**src/fetchFront_defines.svh**
```systemverilog
`ifndef FETCH_FRONT_DEFINES_SVH
`define FETCH_FRONT_DEFINES_SVH

// boot vector, start of the uncached boot rom
`define RESET_PC 32'hbfc00000

// log2 of predictor lines, 16 lines of two slots each
`define NLP_INDEX_BITS 4

// request queue entries toward the icache
`define FETCH_QUEUE_DEPTH 4

// one-bit constants
`define TRUE 1'b1
`define FALSE 1'b0

`endif

```
**src/fetchPkg.sv**
```systemverilog
`default_nettype none

package fetchPkg;

    // prediction for one instruction slot
    typedef struct packed {
        logic        valid;
        // taken bit, the only direction info kept
        logic        taken;
        logic [31:0] target;
    } nlpInfo_t;

    // training write from the backend
    typedef struct packed {
        // one-cycle strobe
        logic        valid;
        // pc of the branch itself, bit 2 picks the slot
        logic [31:0] pc;
        logic        taken;
        logic [31:0] target;
    } nlpUpdate_t;

    // redirect from backend or a later fetch stage
    typedef struct packed {
        logic        valid;
        logic [31:0] pc;
    } redirect_t;

    // one instruction slot of a fetch line
    typedef struct packed {
        // word aligned
        logic [31:0] pc;
        nlpInfo_t    nlpInfo;
    } fetchSlot_t;

    // one request to the icache, a full 8-byte line
    typedef struct packed {
        logic       valid;
        // line fetched only for the delay slot in slot0
        logic       onlyGetDS;
        fetchSlot_t slot0;
        fetchSlot_t slot1;
    } fetchPacket_t;

endpackage

`default_nettype wire

```
**src/nextLinePredictor.sv**
```systemverilog
`timescale 1ns/1ps
`default_nettype none

`include "fetchFront_defines.svh"

module nextLinePredictor (
    input  wire logic                 clk,
    input  wire logic                 rst,
    input  wire logic [31:0]          pc,
    input  fetchPkg::nlpUpdate_t      train,
    output fetchPkg::nlpInfo_t        lookup0,
    output fetchPkg::nlpInfo_t        lookup1
);

    localparam int IdxBits  = `NLP_INDEX_BITS;
    localparam int NumLines = 1 << IdxBits;
    // bits 2..0 select byte and slot within the line
    localparam int TagBits  = 32 - 3 - IdxBits;

    // one stored entry, its valid bit lives in entryValid
    typedef struct packed {
        logic [TagBits-1:0] tag;
        logic               taken;
        logic [31:0]        target;
    } nlpEntry_t;

    // lookup side, from the current fetch pc
    logic [IdxBits-1:0] rdIdx;
    logic [TagBits-1:0] rdTag;

    // training side, from the branch pc
    logic [IdxBits-1:0] wrIdx;
    logic [TagBits-1:0] wrTag;

    // per-slot results before splitting into the two outputs
    fetchPkg::nlpInfo_t lookupArr [2];

    assign rdIdx = pc[3 +: IdxBits];
    assign rdTag = pc[31 -: TagBits];

    assign wrIdx = train.pc[3 +: IdxBits];
    assign wrTag = train.pc[31 -: TagBits];

    // identical table per slot
    for (genvar s = 0; s < 2; s++) begin : gSlot
        logic [NumLines-1:0] entryValid;
        nlpEntry_t           entryTable [NumLines];
        nlpEntry_t           rdEntry;
        logic                wrEn;
        logic                tagHit;

        // slot chosen by bit 2 of the branch pc
        assign wrEn = train.valid && (train.pc[2] == 1'(s));

        // valid bits, cleared on reset
        always_ff @(posedge clk) begin
            if (rst) begin
                entryValid <= '0;
            end else if (wrEn) begin
                entryValid[wrIdx] <= `TRUE;
            end
        end

        // tag, taken and target storage
        always_ff @(posedge clk) begin
            if (wrEn) begin
                entryTable[wrIdx].tag    <= wrTag;
                entryTable[wrIdx].taken  <= train.taken;
                entryTable[wrIdx].target <= train.target;
            end
        end

        // same-cycle read
        assign rdEntry = entryTable[rdIdx];
        assign tagHit  = (rdEntry.tag == rdTag);

        // valid only when the tag matches
        assign lookupArr[s].valid  = entryValid[rdIdx] && tagHit;
        assign lookupArr[s].taken  = rdEntry.taken;
        assign lookupArr[s].target = rdEntry.target;
    end

    assign lookup0 = lookupArr[0];
    assign lookup1 = lookupArr[1];

endmodule

`default_nettype wire

```
**src/fetchPcGen.sv**
```systemverilog
`timescale 1ns/1ps
`default_nettype none

`include "fetchFront_defines.svh"

module fetchPcGen (
    input  wire logic                 clk,
    input  wire logic                 rst,
    input  fetchPkg::redirect_t       backendRedirect,
    input  fetchPkg::redirect_t       laterRedirect,
    input  fetchPkg::nlpInfo_t        lookup0,
    input  fetchPkg::nlpInfo_t        lookup1,
    input  wire logic                 almostFull,
    output logic [31:0]               pc,
    output fetchPkg::fetchPacket_t    packet,
    output logic                      flush
);

    logic [31:0] pcReg;
    // set while the line after a taken slot1 branch is out for its delay slot
    logic        dsFlag;
    // predicted target waiting behind the delay slot
    logic [31:0] dsTarget;

    logic [31:0] nextLine;
    logic        slot0Taken;
    logic        slot1Taken;
    logic        saveTarget;

    // sequential line, always 8-byte aligned
    assign nextLine = {pcReg[31:3], 3'b000} + 32'd8;

    // slot0 prediction ignored when entering the line at slot1
    assign slot0Taken = lookup0.valid && lookup0.taken && !pcReg[2];
    assign slot1Taken = lookup1.valid && lookup1.taken;

    // any redirect wipes the queue
    assign flush = backendRedirect.valid || laterRedirect.valid;

    // same conditions that reach the slot1 branch below
    assign saveTarget = !flush && !almostFull && !dsFlag && !slot0Taken && slot1Taken;

    // pc and delay-slot flag, priority chain
    always_ff @(posedge clk) begin
        if (rst) begin
            pcReg  <= `RESET_PC;
            dsFlag <= `FALSE;
        end else if (backendRedirect.valid) begin
            // backend wins over the later stage
            pcReg  <= backendRedirect.pc;
            dsFlag <= `FALSE;
        end else if (laterRedirect.valid) begin
            pcReg  <= laterRedirect.pc;
            dsFlag <= `FALSE;
        end else if (almostFull) begin
            // queue nearly full, hold everything
            pcReg  <= pcReg;
            dsFlag <= dsFlag;
        end else if (dsFlag) begin
            // delay slot line was sent, now go to the target
            pcReg  <= dsTarget;
            dsFlag <= `FALSE;
        end else if (slot0Taken) begin
            pcReg  <= lookup0.target;
            dsFlag <= `FALSE;
        end else if (slot1Taken) begin
            // fetch the delay slot first
            pcReg  <= nextLine;
            dsFlag <= `TRUE;
        end else begin
            pcReg  <= nextLine;
            dsFlag <= `FALSE;
        end
    end

    // saved target, only meaningful while dsFlag is set
    always_ff @(posedge clk) begin
        if (saveTarget) begin
            dsTarget <= lookup1.target;
        end
    end

    assign pc = pcReg;

    // fetch packet from the current line
    always_comb begin
        packet.valid             = !flush && !almostFull;
        packet.onlyGetDS         = dsFlag;
        packet.slot0.pc          = {pcReg[31:3], 3'b000};
        packet.slot0.nlpInfo     = lookup0;
        packet.slot1.pc          = {pcReg[31:3], 3'b100};
        packet.slot1.nlpInfo     = lookup1;
    end

endmodule

`default_nettype wire

```
**src/fetchReqQueue.sv**
```systemverilog
`timescale 1ns/1ps
`default_nettype none

`include "fetchFront_defines.svh"

module fetchReqQueue (
    input  wire logic                 clk,
    input  wire logic                 rst,
    input  fetchPkg::fetchPacket_t    packet,
    input  wire logic                 flush,
    input  wire logic                 reqAccept,
    output fetchPkg::fetchPacket_t    fetchReq,
    output logic                      almostFull
);

    localparam int Depth   = `FETCH_QUEUE_DEPTH;
    localparam int PtrBits = $clog2(Depth);
    // count must also hold the value Depth
    localparam int CntBits = $clog2(Depth + 1);

    fetchPkg::fetchPacket_t entries [Depth];

    logic [PtrBits-1:0] wrPtr;
    logic [PtrBits-1:0] rdPtr;
    logic [CntBits-1:0] count;

    logic doPush;
    logic doPop;

    assign doPush = packet.valid;
    // cache strobe ignored on an empty queue
    assign doPop  = reqAccept && (count != '0);

    // pointers and count, flush beats push and pop
    always_ff @(posedge clk) begin
        if (rst || flush) begin
            wrPtr <= '0;
            rdPtr <= '0;
            count <= '0;
        end else begin
            if (doPush) begin
                wrPtr <= (wrPtr == PtrBits'(Depth - 1)) ? '0 : wrPtr + 1'b1;
            end
            if (doPop) begin
                rdPtr <= (rdPtr == PtrBits'(Depth - 1)) ? '0 : rdPtr + 1'b1;
            end
            // push and pop together leave count unchanged
            if (doPush && !doPop) begin
                count <= count + 1'b1;
            end else if (doPop && !doPush) begin
                count <= count - 1'b1;
            end
        end
    end

    // packet storage
    always_ff @(posedge clk) begin
        if (doPush) begin
            entries[wrPtr] <= packet;
        end
    end

    // head entry, valid means not empty
    always_comb begin
        fetchReq       = entries[rdPtr];
        fetchReq.valid = (count != '0);
    end

    // one slot of slack for the packet already in flight
    assign almostFull = (count >= CntBits'(Depth - 1));

endmodule

`default_nettype wire

```
**src/fetchFrontEnd.sv**
```systemverilog
`timescale 1ns/1ps
`default_nettype none

module fetchFrontEnd (
    input  wire logic                 clk,
    input  wire logic                 rst,
    input  fetchPkg::redirect_t       backendRedirect,
    input  fetchPkg::redirect_t       laterRedirect,
    input  fetchPkg::nlpUpdate_t      nlpTrain,
    input  wire logic                 reqAccept,
    output fetchPkg::fetchPacket_t    fetchReq
);

    // current fetch pc into the predictor
    logic [31:0] pc;

    // same-cycle predictions for both slots
    fetchPkg::nlpInfo_t lookup0;
    fetchPkg::nlpInfo_t lookup1;

    // pc generator to queue
    fetchPkg::fetchPacket_t packet;
    logic                   flush;
    // back-pressure from the queue
    logic                   almostFull;

    nextLinePredictor nlp0 (
        .clk     (clk),
        .rst     (rst),
        .pc      (pc),
        .train   (nlpTrain),
        .lookup0 (lookup0),
        .lookup1 (lookup1)
    );

    fetchPcGen pcGen0 (
        .clk             (clk),
        .rst             (rst),
        .backendRedirect (backendRedirect),
        .laterRedirect   (laterRedirect),
        .lookup0         (lookup0),
        .lookup1         (lookup1),
        .almostFull      (almostFull),
        .pc              (pc),
        .packet          (packet),
        .flush           (flush)
    );

    // requests wait here for the icache
    fetchReqQueue reqQueue0 (
        .clk        (clk),
        .rst        (rst),
        .packet     (packet),
        .flush      (flush),
        .reqAccept  (reqAccept),
        .fetchReq   (fetchReq),
        .almostFull (almostFull)
    );

endmodule

`default_nettype wire

```
**config.mk**
```make
export PLATFORM = sky130hd
export DESIGN_NAME = fetchFrontEnd
export DESIGN_NICKNAME = d
export VERILOG_FILES = /design/src/fetchPkg.sv /design/src/nextLinePredictor.sv /design/src/fetchPcGen.sv /design/src/fetchReqQueue.sv /design/src/fetchFrontEnd.sv
export VERILOG_INCLUDE_DIRS = /design/src
export SDC_FILE = /design/constraint.sdc
export NUM_CORES = 2
export LEC_CHECK = 0
export BUFFER_PORTS_ARGS = -buffer_cell sky130_fd_sc_hd__buf_2
export CAP_MARGIN = 20
export CORE_ASPECT_RATIO = 1.75
export CORE_MARGIN = 10
export CORE_UTILIZATION = 45
export CTS_BUF_LIST = sky130_fd_sc_hd__clkbuf_2 sky130_fd_sc_hd__clkbuf_4 sky130_fd_sc_hd__clkbuf_8
export CTS_CLUSTER_DIAMETER = 30
export DETAILED_ROUTE_END_ITERATION = 12
export PLACE_DENSITY = 0.68
export SYNTH_ARGS = -nofsm -noshare
export SYNTH_HDL_FRONTEND = slang
export SYNTH_HIERARCHICAL = 1
export SYNTH_SLANG_ARGS = --single-unit
```
**constraint.sdc**
```tcl
create_clock -name clk -period 5.6 [get_ports clk]
set_input_delay 0.28 -clock clk [delete_from_list [all_inputs] [get_ports clk]]
set_output_delay 0.28 -clock clk [all_outputs]
set_load 0.01 [all_outputs]
```
# After elaboration in Yosys (flattened, before gate mapping)
# Memories as Yosys holds them, arrays and structs flattened. A register that Yosys moved wholly into a read port is not among the register bits.
# Index checks and enable logic that the tools add are counted.
# totals
in_bits,135
memories,3
out_inout_bits,134
register_bits,104
mem_bits_rw,2368
wordCells,85
# mem_list
name,words,word_bits,rd,rd_clocked_by_memory_dff,write_ports,line_no,text
nlp0.gSlot[0].entryTable,16,58,1,1,1,nextLinePredictor.sv:47,nlpEntry_t entryTable [NumLines];
nlp0.gSlot[1].entryTable,16,58,1,1,1,nextLinePredictor.sv:47,
reqQueue0.entries,4,128,1,1,1,fetchReqQueue.sv:21,fetchPkg::fetchPacket_t entries [Depth];
# op_classes
bitwise,3
reduce_logical,27
mux,30
add_sub_neg,5
n_eq_ne,5
n_lt_le_gt_ge,4
# ops
operator,count
32-bit 2-to-1 mux,5
25-bit equality test,2
"32-bit by 4-bit adder with 32-bit output, second input constant",1
16-bit OR,2
4-bit 2-to-1 mux,4
1-bit logical AND,15
1-bit 2-to-1 mux,12
"4-bit by 5-bit < comparator with 1-bit output, second input constant",2
1-bit binary-select mux with 4-bit select,2
2-bit 2-to-1 mux,4
1-bit logical NOT,7
3-bit 2-to-1 mux,2
"2-bit by 1-bit adder with 2-bit output, second input constant",2
1-bit demux with 4-bit select,1
"2-bit equality test, second input constant",2
"4-bit by 1-bit greater-or-equal comparator with 1-bit output, second input constant",1
"3-bit by 1-bit adder with 3-bit output, second input constant",1
"3-bit by 2-bit greater-or-equal comparator with 1-bit output, second input constant",1
"3-bit inequality test, second input constant",1
3-bit nonzero test,1
3-bit OR reduction,1
"3-bit by 1-bit subtractor with 3-bit output, second input constant",1
1-bit logical OR,2
2-bit nonzero test,1
1-bit inverter,1

# Logic depth before layout (Yosys ltp)
# depth
depth_word,12
ltp_mapped,20
depth_no_buf,12

# Modules after synthesis
# The synthesis kept the hierarchy.
# modules_own_cells
module,seq_area_each_um2,n_inst,area_per_inst_um2,cells_each
nextLinePredictor,56374.1,1,72289.3,3056
fetchReqQueue,16155.5,1,19623.8,741
fetchPcGen,1621.6,1,5096.1,615

# Worst setup path after synthesis
# OpenSTA, ideal clock, no wires.
# synth_timing
path_kind,in2reg
startpoint,input laterRedirect[32] (netlist bit)
endpoint,"memory reqQueue0/entries[0][0] (netlist bit), enable pin"
path_stages,5
setup_slack_ns,0.763
arrival_ns,4.329
setup_ns,0.508
path_cell_list,buf_2 > nor2_1 > clkinv_1 > nor2_1 > and2_1
# synth_lines
item,line_no,text
start: declaration,fetchFrontEnd.sv:8,"input fetchPkg::redirect_t laterRedirect,"
end: declaration,fetchReqQueue.sv:21,

==> results by stage <==
Hold path:
- The worst hold path class is in -> reg.

Timing:
- The headroom to the max-slew limit is 0.2263.
- The total negative slack is 0 ns.
- Setup repair after global routing left no endpoint under its margin.
- Timing would allow up to 0.1859 GHz.
- The hold violation count in the final report was 0.
- The final worst clock skew is 0.04350 ns.
- The clock period minus worst slack is 5.380 ns.
- The part of the cycle the worst path needs is 0.9608.
- Setup violations remaining at the end of the flow were counted as 0.
- The slew at the pin closest to its max-slew limit is 1.159 ns.
- The max-slew violation count is 0.

Critical path:
- The worst path buffer plus inverter count is 3.
- Of all nets on the critical path, the largest fanout is 28.
- The signal on the critical path passes through buf_4 > mux4_2 > nor2b_1 > a221oi_1 > xor2_1 > nor4_2 > o221ai_1 > nor4_2 > buf_4 > and3b_1 > a31oi_1 > o221ai_1 > dlygate4sd3_1 > a311oi_1 > nor3_1.
- The cell family with the largest share of critical-path delay is simple AND/OR/NAND/NOR gates.
- The endpoint of the most critical register-to-register path is pcGen0/pc[22].
- The path type of the worst setup path is reg -> reg.
- STA classifies the critical path startpoint as a flip-flop.
- The slack of the worst reg-to-reg path is 0.22 ns.
- For the worst setup path, the data arrival time is 6.20 ns.
- The worst setup path is captured at a flip-flop.
- Measured in cells, the most critical reg-to-reg path has a length of 15.
- The slowest stage of the critical path is the dfxtp_4 cell.
- STA puts the critical path data required time at 6.41 ns.
- In this design, the stage delay of the slowest critical-path cell is 0.84 ns.
- In this run the number of cells on the critical path is 15.
- The capturing element of the worst setup path is pcGen0/pc[22].
- The critical path launch point is pcGen0/pc[4].
- The worst register-to-register path begins at pcGen0/pc[4].

Global routing:
- The maximum number of pins on one net before global-route repair is 88.
- The initial antenna violation count is 28.
- The aggregate global routing overflow is 0.
- The first global-routing pass estimated 358700 um of wire.
- The via count of the first global-routing pass was 49868.
- The overall routing resource usage is 0.2109.

Run:
- The max-capacitance violation count is 0.

Status:
- The flow ran to the end, and the final reports show no timing, DRC or antenna violations.

Floorplan:
- The die is 633.7 um tall.
- For this configuration, the core starts out at a cell density of 0.4514.
- The die covers 234900 um^2.
- After floorplanning, the core was divided into 225 placement rows.
- The count of pins on the block boundary is 269.
- The horizontal extent of the die is 370.7 um.
- The core area is 214500 um^2.

Finish:
- The layout-stage area growth over the synthesis result is 13.04%.
- The count of filler cells inserted in the layout is 16714.
- Of the cells placed in the final design, the portion with a size suffix greater than 1 is 0.3245.
- In the final design database the tool counted 5078 nets.

Clock network:
- The number of buffers created by CTS is 331.
- The clock passes through at most 4 buffers.
- The clock sink total is 2490.
- The clock insertion delay at the later pin of the skew report is 0.91 ns.
- The buffer cell driving the clock tree root is clkbuf_8.
- TritonCTS built the clock tree.
- The clock tree synthesis step divided the H-tree into 5 levels.
- The clock-pin slew of the registers on the worst-case setup and hold paths is 0.07 ns.

Detailed routing:
- For this block, the initial DRC count from the detailed router was 5055.
- The wire length per cell after detailed routing is 31.16 um.
- The total vias in the final route is 48112.
- The number of nets still failing antenna checks after routing is 0.
- The wire length after detailed routing is 250700 um.
- In the routed design, unresolved DRC markers number 0.
- The detail-routed via count per cell is 5.981.
- Before antenna repair, the detailed router went through 6 iterations.

Placed design:
- The count of buffers added on input and output ports is 262.
- The sum of net half-perimeters after detailed placement is 147400 um.
- At the end of routability-driven placement, the weighted congestion stood at 0.9345.

Synthesis:
- The Yosys step of the flow raised 6 warnings.
- After synthesis the cells add up to 96840 um^2.
- The synthesized area divided by synthesized cell count is 22.03 um^2.
- After technology mapping, the gate count stands at 4396.

Pwr:
- For this design the static power due to leakage is 34.25 nW.
- The total power is 37.14 mW.
- For this design the ratio of total power to cell area is 339.2 nW/um^2.
- The highest ir drop seen on vdd is 0.1913 mV.
## power breakdown
group	switching [mW]	total [mW]	internal, mW
logic	1.66	2.79	1.13
registers	0.166	20.9	20.8
clock network	6.52	13.4	6.88
total	8.34	37.1	28.8
## cell usage in the layout, fill, tap and decap left out, types with 25 or more instances in the layout
cell type         n
nor2_4           32
buf_4           113
edfxtp_1       2418
a21oi_1          64
dlygate4sd3_1   121
mux4_2          656
clkinv_2         47
xor2_1           31
nor2_1          122
clkbuf_4         97
mux2i_1          84
o21ai_0          35
clkbuf_8        343
nand2_1          84
inv_1            32
xnor2_1          25
clkinv_1         80
dfxtp_1          65
buf_2           262
buf_12           51
nand3_1          37
## cell type report
cell class,count,area [um^2],area share
multi-input cells,1524,20750,0.1895
diodes,8,20.02,0.0001829
inverters,38,147.6,0.001349
repair buffers,550,4454,0.04069
flip-flops and latches,2490,74070,0.6766
well taps,2837,3550,0.03242
clock buffers,439,5441,0.04971
clock inverters,158,1041,0.009509
## metal layers
layer  share of wire  routed length [um]  global-route usage
met5         0.00076                 191                   0
met4           0.050               12410             0.09715
met3           0.077               19310             0.03636
met2            0.52              131300              0.3705
met1            0.35               87450              0.2520
## worst reg2reg max path, stage by stage (launching register included)
cell           delay [ns]
dfxtp_4              0.84
buf_4                0.43
mux4_2               0.55
nor2b_1              0.13
a221oi_1             0.07
xor2_1               0.19
nor4_2               0.61
o221ai_1             0.26
nor4_2               0.23
buf_4                0.26
and3b_1              0.46
a31oi_1              0.15
o221ai_1             0.24
dlygate4sd3_1        0.61
a311oi_1             0.05
nor3_1               0.22
## what timing repair did
| action | 4_1_cts | 5_1_grt |
|---|---|---|
| buffers inserted | 0 | 1 |
| endpoints found under the setup margin | 0 | 7 |
| hold endpoints to repair | 1891 | 0 |
| resized for setup | 0 | 1 |
| hold buffers | 121 | 0 |
## sequential cells by signal, indices dropped and copies added (netlist names), named ones only
| register | cells |
|---|---|
| pcGen0/dsFlag | 1 |
| reqQueue0/entries | 532 |
| nlp0/gSlot.entryValid | 32 |
| reqQueue0/rdPtr | 2 |
| nlp0/gSlot.entryTable | 1856 |
| pcGen0/pc | 30 |
| reqQueue0/count | 3 |
| pcGen0/dsTarget | 30 |
| reqQueue0/wrPtr | 2 |
## metrics by stage
| step | hold slack, ns | util | instances | worst slack, ns | cell area (um^2) |
|---|---|---|---|---|---|
| after detailed placement | 0.4596 | 0.4740 | 7314 | 0.5802 | 101700 |
| after CTS | 0.004261 | 0.5098 | 8032 | 0.04574 | 109400 |
| after global routing | 0.1065 | 0.5103 | 8038 | 0.01360 | 109500 |
| final | 0.1149 | 0.5103 | 8044 | 0.2196 | 109500 |
| after floorplan | 0.3524 | - | 4400 | 0.7635 | 96860 |
| after global placement | 0.4443 | 0.4740 | 7314 | 0.5421 | 101700 |
## worst min-delay path by stage
stage	cells past startpoint	end	start	slack, ns
2_1_floorplan	1	nlp0/gSlot[0].entryValid[15]	rst	0.35
3_3_place_gp	2	nlp0/gSlot[1].entryValid[14]	nlp0/gSlot[1].entryValid[14]	0.44
3_5_place_dp	2	nlp0/gSlot[0].entryValid[15]	nlp0/gSlot[0].entryValid[15]	0.46
4_1_cts	5	pcGen0/pc[26]	laterRedirect[26]	0.004
5_1_grt	5	pcGen0/pc[26]	laterRedirect[26]	0.11
6_report	6	pcGen0/pc[31]	laterRedirect[31]	0.11
Power figures use the tool's default switching activity.
